[src/quad_ctrl_pkg.sv]
package quad_ctrl_pkg;

    // Job phases of the row-buffer controller
    typedef enum logic [2:0] {
        // Waiting for job_start
        IDLE,
        // Fetch and drain the first rows
        PRIME_BUFFER,
        // Fetch request out, waiting for ack and complete
        WAIT_PFB_LOAD,
        // Execution passes along the CE chain
        CE_ACTIVE,
        // Waiting for the pipeline to flush
        WAIT_JOB_DONE,
        // Completion held until acked
        SEND_COMPLETE
    } ctrl_state_t;

endpackage

[src/accel_geom_pkg.sv]
package accel_geom_pkg;

    ////////////////////
    // Geometry widths
    ////////////////////

    // Row, column and count fields
    localparam int DIM_W = 16;

    // Words left in the prefetch buffer
    localparam int PFB_COUNT_W = 10;

    // Sequence BRAM address and length
    localparam int PIX_SEQ_W = 12;

    ////////////////////
    // Compute engines
    ////////////////////

    localparam int NUM_AWE        = 4;
    localparam int NUM_CE_PER_AWE = 2;
    // Length of the execute and next-kernel chains
    localparam int NUM_CE         = NUM_AWE * NUM_CE_PER_AWE;

    ////////////////////
    // Window and latency
    ////////////////////

    // Reads per 3x3 window
    localparam int WINDOW_NUM_CYCLES  = 6;
    localparam int CYC_W              = 3;
    localparam int PIX_SEQ_RD_LATENCY = 3;
    // Input rows loaded before the first pass
    localparam int PRIME_ROWS         = 4;

endpackage
[src/quad_bram_ctrl.sv]
`timescale 1ns/10ps

module quad_bram_ctrl (
    input  logic                                   clk,
    input  logic                                   rst,
    input  logic [accel_geom_pkg::DIM_W-1:0]       num_input_cols,
    input  logic [accel_geom_pkg::DIM_W-1:0]       num_input_rows,
    input  logic [accel_geom_pkg::DIM_W-1:0]       num_output_cols,
    input  logic [accel_geom_pkg::DIM_W-1:0]       num_output_rows,
    input  logic                                   job_start,
    input  logic                                   job_fetch_ack,
    input  logic                                   job_fetch_complete,
    input  logic                                   job_complete_ack,
    input  logic                                   last_kernel,
    input  logic                                   pipeline_flushed,
    input  logic [accel_geom_pkg::PFB_COUNT_W-1:0] pfb_full_count,
    input  logic [accel_geom_pkg::PIX_SEQ_W-1:0]   pix_seq_data_full_count,
    output logic                                   job_accept,
    output logic                                   job_fetch_request,
    output logic                                   job_fetch_in_progress,
    output logic                                   job_complete,
    output quad_ctrl_pkg::ctrl_state_t             state,
    output logic                                   pfb_rden,
    output logic [accel_geom_pkg::DIM_W-1:0]       input_row,
    output logic [accel_geom_pkg::DIM_W-1:0]       input_col,
    output logic                                   pix_seq_bram_rden,
    output logic [accel_geom_pkg::PIX_SEQ_W-1:0]   pix_seq_bram_rd_addr,
    output logic [accel_geom_pkg::CYC_W-1:0]       cycle_counter,
    output logic [accel_geom_pkg::NUM_CE-1:0]      ce_execute,
    output logic [accel_geom_pkg::NUM_CE-1:0]      next_kernel
);

    import accel_geom_pkg::*;
    import quad_ctrl_pkg::*;

    // FSM to readers
    logic pfb_drain;
    logic pass_start;
    // Readers and chain back to FSM
    logic pfb_empty;
    logic last_col_window;
    logic pass_done;

    job_ctrl_fsm u_fsm (
        .clk                   (clk),
        .rst                   (rst),
        .job_start             (job_start),
        .job_fetch_ack         (job_fetch_ack),
        .job_fetch_complete    (job_fetch_complete),
        .job_complete_ack      (job_complete_ack),
        .pipeline_flushed      (pipeline_flushed),
        .last_kernel           (last_kernel),
        .pfb_empty             (pfb_empty),
        .input_row             (input_row),
        .num_input_rows        (num_input_rows),
        .num_output_rows       (num_output_rows),
        .pass_done             (pass_done),
        .job_accept            (job_accept),
        .job_fetch_request     (job_fetch_request),
        .job_fetch_in_progress (job_fetch_in_progress),
        .job_complete          (job_complete),
        .state                 (state),
        .pfb_drain             (pfb_drain),
        .pass_start            (pass_start)
    );

    pfb_reader u_pfb (
        .clk                   (clk),
        .rst                   (rst),
        .job_fetch_complete    (job_fetch_complete),
        .job_fetch_in_progress (job_fetch_in_progress),
        .pfb_full_count        (pfb_full_count),
        .pfb_drain             (pfb_drain),
        .job_complete_ack      (job_complete_ack),
        .num_input_cols        (num_input_cols),
        .pfb_rden              (pfb_rden),
        .pfb_empty             (pfb_empty),
        .input_row             (input_row),
        .input_col             (input_col)
    );

    pix_seq_reader u_seq (
        .clk                     (clk),
        .rst                     (rst),
        .pass_start              (pass_start),
        .pix_seq_data_full_count (pix_seq_data_full_count),
        .num_output_cols         (num_output_cols),
        .pix_seq_bram_rden       (pix_seq_bram_rden),
        .pix_seq_bram_rd_addr    (pix_seq_bram_rd_addr),
        .cycle_counter           (cycle_counter),
        .last_col_window         (last_col_window)
    );

    ce_strobe_chain u_chain (
        .clk               (clk),
        .rst               (rst),
        .pix_seq_bram_rden (pix_seq_bram_rden),
        .last_col_window   (last_col_window),
        .ce_execute        (ce_execute),
        .next_kernel       (next_kernel),
        .pass_done         (pass_done)
    );

endmodule

[src/ce_strobe_chain.sv]
`timescale 1ns/10ps

module ce_strobe_chain (
    input  logic                              clk,
    input  logic                              rst,
    input  logic                              pix_seq_bram_rden,
    input  logic                              last_col_window,
    output logic [accel_geom_pkg::NUM_CE-1:0] ce_execute,
    output logic [accel_geom_pkg::NUM_CE-1:0] next_kernel,
    output logic                              pass_done
);

    import accel_geom_pkg::*;

    // BRAM latency stages followed by one stage per CE
    // bit j holds the input from j+1 cycles back
    logic [PIX_SEQ_RD_LATENCY+NUM_CE-2:0] exec_sr;
    logic [PIX_SEQ_RD_LATENCY+NUM_CE-2:0] kern_sr;
    // Execute chain was busy last cycle
    logic                                 exec_busy;

    assign ce_execute  = exec_sr[PIX_SEQ_RD_LATENCY+NUM_CE-2:PIX_SEQ_RD_LATENCY-1];
    assign next_kernel = kern_sr[PIX_SEQ_RD_LATENCY+NUM_CE-2:PIX_SEQ_RD_LATENCY-1];

    always_ff @(posedge clk) begin
        if (rst) begin
            exec_sr <= '0;
            kern_sr <= '0;
        end else begin
            exec_sr <= {exec_sr[PIX_SEQ_RD_LATENCY+NUM_CE-3:0], pix_seq_bram_rden};
            kern_sr <= {kern_sr[PIX_SEQ_RD_LATENCY+NUM_CE-3:0], last_col_window};
        end
    end

    ////////////////////
    // Pass drain detect
    ////////////////////

    always_ff @(posedge clk) begin
        if (rst) begin
            exec_busy <= 1'b0;
            pass_done <= 1'b0;
        end else begin
            exec_busy <= |ce_execute;
            // Falling edge of the chain activity
            pass_done <= exec_busy && !(|ce_execute);
        end
    end

endmodule

[src/pix_seq_reader.sv]
`timescale 1ns/10ps

module pix_seq_reader (
    input  logic                                 clk,
    input  logic                                 rst,
    input  logic                                 pass_start,
    input  logic [accel_geom_pkg::PIX_SEQ_W-1:0] pix_seq_data_full_count,
    input  logic [accel_geom_pkg::DIM_W-1:0]     num_output_cols,
    output logic                                 pix_seq_bram_rden,
    output logic [accel_geom_pkg::PIX_SEQ_W-1:0] pix_seq_bram_rd_addr,
    output logic [accel_geom_pkg::CYC_W-1:0]     cycle_counter,
    output logic                                 last_col_window
);

    import accel_geom_pkg::*;

    // Reads left in the current pass
    logic [PIX_SEQ_W-1:0] seq_remaining;
    logic [DIM_W-1:0]     output_col;
    logic                 window_end;

    assign pix_seq_bram_rden = (seq_remaining != '0);
    // Final read of a 3x3 window
    assign window_end        = pix_seq_bram_rden
                               && (cycle_counter == CYC_W'(WINDOW_NUM_CYCLES - 1));
    assign last_col_window   = window_end && (output_col == num_output_cols);

    ////////////////////
    // Sequence reads
    ////////////////////

    always_ff @(posedge clk) begin
        if (rst) begin
            seq_remaining        <= '0;
            pix_seq_bram_rd_addr <= '0;
        end else if (pass_start) begin
            seq_remaining        <= pix_seq_data_full_count;
            pix_seq_bram_rd_addr <= '0;
        end else if (pix_seq_bram_rden) begin
            seq_remaining        <= seq_remaining - 1'b1;
            pix_seq_bram_rd_addr <= pix_seq_bram_rd_addr + 1'b1;
        end
    end

    // Window cycle and output column tracking
    always_ff @(posedge clk) begin
        if (rst) begin
            cycle_counter <= '0;
            output_col    <= '0;
        end else if (pass_start) begin
            cycle_counter <= '0;
            output_col    <= '0;
        end else if (window_end) begin
            cycle_counter <= '0;
            if (output_col == num_output_cols) begin
                output_col <= '0;
            end else begin
                output_col <= output_col + 1'b1;
            end
        end else if (pix_seq_bram_rden) begin
            cycle_counter <= cycle_counter + 1'b1;
        end
    end

endmodule

[src/pfb_reader.sv]
`timescale 1ns/10ps

module pfb_reader (
    input  logic                                  clk,
    input  logic                                  rst,
    input  logic                                  job_fetch_complete,
    input  logic                                  job_fetch_in_progress,
    input  logic [accel_geom_pkg::PFB_COUNT_W-1:0] pfb_full_count,
    input  logic                                  pfb_drain,
    input  logic                                  job_complete_ack,
    input  logic [accel_geom_pkg::DIM_W-1:0]      num_input_cols,
    output logic                                  pfb_rden,
    output logic                                  pfb_empty,
    output logic [accel_geom_pkg::DIM_W-1:0]      input_row,
    output logic [accel_geom_pkg::DIM_W-1:0]      input_col
);

    import accel_geom_pkg::*;

    // Words still held in the prefetch buffer
    logic [PFB_COUNT_W-1:0] pfb_count;

    assign pfb_empty = (pfb_count == '0);
    // One read per stored word, back to back
    assign pfb_rden  = pfb_drain && !pfb_empty;

    always_ff @(posedge clk) begin
        if (rst) begin
            pfb_count <= '0;
        end else if (job_fetch_complete && job_fetch_in_progress) begin
            pfb_count <= pfb_full_count;
        end else if (pfb_rden) begin
            pfb_count <= pfb_count - 1'b1;
        end
    end

    ////////////////////
    // Input position
    ////////////////////

    always_ff @(posedge clk) begin
        if (rst) begin
            input_row <= '0;
            input_col <= '0;
        end else if (job_complete_ack) begin
            input_row <= '0;
            input_col <= '0;
        end else if (pfb_rden) begin
            // Last column of a row, wrap to the next row
            if (input_col == num_input_cols) begin
                input_col <= '0;
                input_row <= input_row + 1'b1;
            end else begin
                input_col <= input_col + 1'b1;
            end
        end
    end

endmodule

[src/job_ctrl_fsm.sv]
`timescale 1ns/10ps

module job_ctrl_fsm (
    input  logic                               clk,
    input  logic                               rst,
    input  logic                               job_start,
    input  logic                               job_fetch_ack,
    input  logic                               job_fetch_complete,
    input  logic                               job_complete_ack,
    input  logic                               pipeline_flushed,
    input  logic                               last_kernel,
    input  logic                               pfb_empty,
    input  logic [accel_geom_pkg::DIM_W-1:0]   input_row,
    input  logic [accel_geom_pkg::DIM_W-1:0]   num_input_rows,
    input  logic [accel_geom_pkg::DIM_W-1:0]   num_output_rows,
    input  logic                               pass_done,
    output logic                               job_accept,
    output logic                               job_fetch_request,
    output logic                               job_fetch_in_progress,
    output logic                               job_complete,
    output quad_ctrl_pkg::ctrl_state_t         state,
    output logic                               pfb_drain,
    output logic                               pass_start
);

    import accel_geom_pkg::*;
    import quad_ctrl_pkg::*;

    // Phase to resume once a fetch completes
    ctrl_state_t       return_state;
    logic              fetch_acked;
    logic              complete_acked;
    logic [DIM_W-1:0]  output_row;
    // Output row after the pass that just ended
    logic [DIM_W-1:0]  output_row_nxt;

    assign output_row_nxt = last_kernel ? output_row + 1'b1 : output_row;

    // Fetch in flight from ack until complete
    always_ff @(posedge clk) begin
        if (rst) begin
            job_fetch_in_progress <= 1'b0;
        end else if (job_fetch_complete) begin
            job_fetch_in_progress <= 1'b0;
        end else if (job_fetch_ack) begin
            job_fetch_in_progress <= 1'b1;
        end
    end

    ////////////////////
    // Phase sequencing
    ////////////////////

    always_ff @(posedge clk) begin
        if (rst) begin
            state             <= IDLE;
            return_state      <= IDLE;
            fetch_acked       <= 1'b0;
            complete_acked    <= 1'b0;
            output_row        <= '0;
            job_accept        <= 1'b0;
            job_fetch_request <= 1'b0;
            job_complete      <= 1'b0;
            pfb_drain         <= 1'b0;
            pass_start        <= 1'b0;
        end else begin
            // Single-cycle strobes
            job_accept <= 1'b0;
            pass_start <= 1'b0;
            case (state)
                IDLE: begin
                    if (job_start) begin
                        job_accept <= 1'b1;
                        output_row <= '0;
                        state      <= PRIME_BUFFER;
                    end
                end
                PRIME_BUFFER: begin
                    if (pfb_drain) begin
                        // Row drained, decide on the next cycle
                        if (pfb_empty) begin
                            pfb_drain <= 1'b0;
                        end
                    end else if (input_row == DIM_W'(PRIME_ROWS)) begin
                        pass_start <= 1'b1;
                        state      <= CE_ACTIVE;
                    end else begin
                        job_fetch_request <= 1'b1;
                        return_state      <= PRIME_BUFFER;
                        state             <= WAIT_PFB_LOAD;
                    end
                end
                WAIT_PFB_LOAD: begin
                    // Request level drops on ack and stays down
                    if (job_fetch_ack) begin
                        job_fetch_request <= 1'b0;
                        fetch_acked       <= 1'b1;
                    end else begin
                        job_fetch_request <= !fetch_acked;
                    end
                    if (job_fetch_complete && job_fetch_in_progress) begin
                        fetch_acked <= 1'b0;
                        pfb_drain   <= 1'b1;
                        state       <= return_state;
                    end
                end
                CE_ACTIVE: begin
                    if (pfb_drain) begin
                        // Extra row is in, start the next pass
                        if (pfb_empty) begin
                            pfb_drain  <= 1'b0;
                            pass_start <= 1'b1;
                        end
                    end else if (pass_done) begin
                        output_row <= output_row_nxt;
                        if (output_row_nxt > num_output_rows) begin
                            state <= WAIT_JOB_DONE;
                        end else if (input_row <= num_input_rows) begin
                            job_fetch_request <= 1'b1;
                            return_state      <= CE_ACTIVE;
                            state             <= WAIT_PFB_LOAD;
                        end else begin
                            // All input rows already buffered
                            pass_start <= 1'b1;
                        end
                    end
                end
                WAIT_JOB_DONE: begin
                    if (pipeline_flushed) begin
                        job_complete <= 1'b1;
                        state        <= SEND_COMPLETE;
                    end
                end
                SEND_COMPLETE: begin
                    // Ack drops completion, IDLE one cycle later
                    if (complete_acked) begin
                        complete_acked <= 1'b0;
                        state          <= IDLE;
                    end else if (job_complete_ack) begin
                        job_complete   <= 1'b0;
                        complete_acked <= 1'b1;
                    end
                end
                default: begin
                    state <= IDLE;
                end
            endcase
        end
    end

endmodule

[config.mk]
export PLATFORM = sky130hd
export DESIGN_NAME = quad_bram_ctrl
export DESIGN_NICKNAME = d
export VERILOG_FILES = /design/src/quad_ctrl_pkg.sv /design/src/accel_geom_pkg.sv /design/src/quad_bram_ctrl.sv /design/src/ce_strobe_chain.sv /design/src/pix_seq_reader.sv /design/src/pfb_reader.sv /design/src/job_ctrl_fsm.sv
export SDC_FILE = /design/constraint.sdc
export NUM_CORES = 1
export LEC_CHECK = 0
export BUFFER_PORTS_ARGS = -buffer_cell sky130_fd_sc_hd__buf_2
export CAP_MARGIN = 20
export CORE_ASPECT_RATIO = 0.9
export CORE_MARGIN = 2
export CORE_UTILIZATION = 45
export CTS_BUF_LIST = sky130_fd_sc_hd__clkbuf_16
export DETAILED_ROUTE_END_ITERATION = 12
export PLACE_DENSITY = 0.68
export SLEW_MARGIN = 5
export SYNTH_ARGS = -nofsm -noshare
export SYNTH_HDL_FRONTEND = slang
export SYNTH_SLANG_ARGS = --single-unit
[constraint.sdc]
create_clock -name clk -period 3.8 [get_ports clk]
set_input_delay 0.38 -clock clk [delete_from_list [all_inputs] [get_ports clk]]
set_output_delay 0.38 -clock clk [all_outputs]
set_load 0.02 [all_outputs]
==> results.txt <==
HPWL Detailed = 13.0 mm
total of fill cells in the finished design = 1498
Post-Layout Cell Count = 1261
Die W = 141 um
Max Buffers Root-to-Sink = 2
Placed Area = 8420 um^2
die height = 127 um
post-route cell area = 9060 um^2
Achievable Freq = 313 MHz
Layout area overhead = 20.0%
multiplexer share of the synthesized area = 1.09%
CTS Buf Count = 17
DR vias/cell = 5.27
IO Pins = 166
Port Buffers = 165
total number of vias = 6642
routability-driven placement congestion ratio = 0.870
hold_buf cts = 0
die area = 17800 um^2
Overflow after GRT = 0
worst skew pair latency = 0.41 ns
VDD IR max = 0.372 mV
Power Density = 475 nW/um^2
clock sinks = 136
Max Slew Vio Count = 0
area of the multi-input gates = 4370 um^2
Yosys reg bits = 136
combinational power share = 20.6%
Final period util = 84.0%
Setup WS pre-CTS = 0.558 ns
CTS tree = done
Period minus WS final = 3.19 ns
synth unique cells = 68
Post-Syn Area = 7550 um^2
vias in the first global route = 6063
sequential share of the synthesized area = 36.1%
dpl cells = 1229
1st-iter DRT viols = 368
Setup WS post-layout = 0.606 ns
Gate Count Post-Synth = 901
switching share of total power = 29.1%
Core ar. = 16300 um^2
largest family of logic cells by synthesized area = simple AND/OR/NAND/NOR gates
layout net count = 1177
first-pass GRT wire length = 29.5 mm
compound-gate portion of the synthesized area = 12.2%
Routed WL = 17.9 mm
Post-synth EDFFs = 0
Avg Synthesized Cell Area = 8.38 um^2
outcome = finished clean
syn nets = 1037
Finished Core Util = 55.6%
Hold Path Class = primary input to flop
predominant post-synthesis flop cell = dfxtp_1
Reg clk slew, reported paths = 0.06 ns
Critical Path AT = 3.55 ns
fraction of registers with async set/reset = 0%
final setup TNS = 0 ns
actual slew at the worst max-slew pin = 0.784 ns
crit path max fanout = 7
Starting Density = 46.3%
Final Hold Vio Count = 0
final setup fails = 0
Synth Area in XOR/XNOR = 12.9%
CP Capture Type = flop
ANT nets after route = 0
H-tree levels = 4
register area = 2720 um^2
Max Cap Violations = 0
CTS-repair resized insts = 0
Residual DRC = 0
simple logic cell fraction of the synthesized area = 24.7%
RSZ-0062 raised after global routing = no
initial antenna violation count = 0
NetSw = 1.25 mW
Worst EP required = 4.16 ns
clk_skew = 0.00782 ns
CP startpoint kind = flop
CTS root buf = clkbuf_16
Slew HR = 47.7%
Seq pwr share = 38.1%
Adder-Cell Fraction of Synth Area = 6.96%
clock share of power = 41.3%
Initial DRT Pass Iterations = 5
largest net degree at the start of global routing = 40
Syn. warnings = 0
# rows = 44
GRT Total Usage = 20.2%
Hold WS = 0.181 ns
P_leak = 3.94 nW
Internal Power = 3.05 mW
post-CTS setup buffer count = 0
layout cell share with drive strength beyond 1 = 20.9%
WS Path Type = flop to flop
DR WL/cell = 14.2 um
total power = 4.30 mW
ANT cells = 0
-- cell families after synthesis --
logic type	after synthesis
simple gates	361
compound gates	141
flops	136
xor+xnor	111
buf+inv	102
fa+ha+maj	42
mux	8
-- sequential cells by signal (all words and copies together) (netlist names), 2 cells and up --
| register | flops |
|---|---|
| u_fsm.output_row | 16 |
| u_pfb.input_col | 16 |
| u_pfb.input_row | 16 |
| u_seq.output_col | 16 |
| u_seq.pix_seq_bram_rd_addr | 12 |
| u_seq.seq_remaining | 12 |
| u_chain.exec_sr | 10 |
| u_chain.kern_sr | 10 |
| u_pfb.pfb_count | 10 |
| u_fsm.state | 3 |
| u_seq.cycle_counter | 3 |
| u_fsm.return_state | 2 |
-- routing by layer --
| metal | GRT usage (%) | up-vias | share of wire [%] |
|---|---|---|---|
| met4 | 5.29 | 0 | 1.1 |
| met3 | 5.40 | 16 | 4.9 |
| met2 | 31.6 | 144 | 45 |
| li1 | - | 3408 | - |
| met5 | 0 | - | 0 |
| met1 | 27.7 | 3074 | 49 |
-- worst paths after layout --
check | end | start | depth (start not counted) | slack (ns)
max | u_fsm.return_state[0] | u_fsm.output_row[2] | 12 | 0.61
min | u_fsm.job_fetch_in_progress | job_fetch_complete | 2 | 0.18
max reg2reg | u_fsm.return_state[0] | u_fsm.output_row[2] | 12 | 0.61
min reg2reg | u_chain.exec_sr[1] | u_chain.exec_sr[0] | 1 | 0.44
-- worst max-delay path, stage by stage (launching register included) --
cell and delay (ns):
dfxtp_1 0.40, nand3_1 0.13, nor2_1 0.20, and4_1 0.38, nand3_1 0.17, xnor2_1 0.15, ha_1 0.29, nand4_1 0.20
nor4_1 0.41, a31oi_1 0.10, buf_4 0.17, nor4_1 0.27, o221a_2 0.25
-- cells in the final DEF, fill, tap and decap left out, types with 11 or more instances in the layout --
cell type    n
o21ai_0     25
nor4_1      13
xor2_1      33
nand2_1     48
nor3_1      18
nor2b_1     21
and2_1      11
or3_1       16
and3_1      20
nor2_1     117
a21oi_1     52
xnor2_1     78
clkbuf_16   17
ha_1        42
dfxtp_1    136
nand4_1     38
buf_2      165
nand3_1     22
inv_1       50
-- power by group through the flow --
stage	registers, mW	clock network [mW]	logic (mW)
after global placement	1.67	0	0.867
after detailed placement	1.67	0	0.877
after global routing	1.66	1.88	0.992
final	1.64	1.78	0.886
after floorplan	1.67	0	0.651
after CTS	1.64	1.81	0.888
-- cell type report --
| type | instances | share of cell area [%] |
|---|---|---|
| clock buffers | 17 | 4.70 |
| clock inverters | 15 | 2.31 |
| inverters | 51 | 2.14 |
| multi-input cells | 663 | 48.2 |
| flip-flops and latches | 136 | 30.1 |
| well taps | 207 | 2.86 |
| repair buffers | 172 | 9.70 |
-- cells in the mapped netlist (all sizes together) (6+ instances only) --
cell type  number  area [um^2]
nand2          48          180
and2           12         75.1
clkbuf         30          114
a22oi           9         67.6
nor3           20          116
nor2b          21          131
ha             42          526
or3            16          100
nand4          38          238
xor2           33          289
nor4           14         93.8
a211oi         10         75.1
buf            21          150
nand3b          7         52.6
a21oi          52          260
nand3          22          110
and3           20          125
o21ai          25          125
xnor2          78          683
nor2          117          439
dfxtp         136         2720
nand2b          7         43.8
mux2i           6         60.1
inv            51          194
or4             7         56.3
Note: power is estimated with default switching activity, not from simulation.
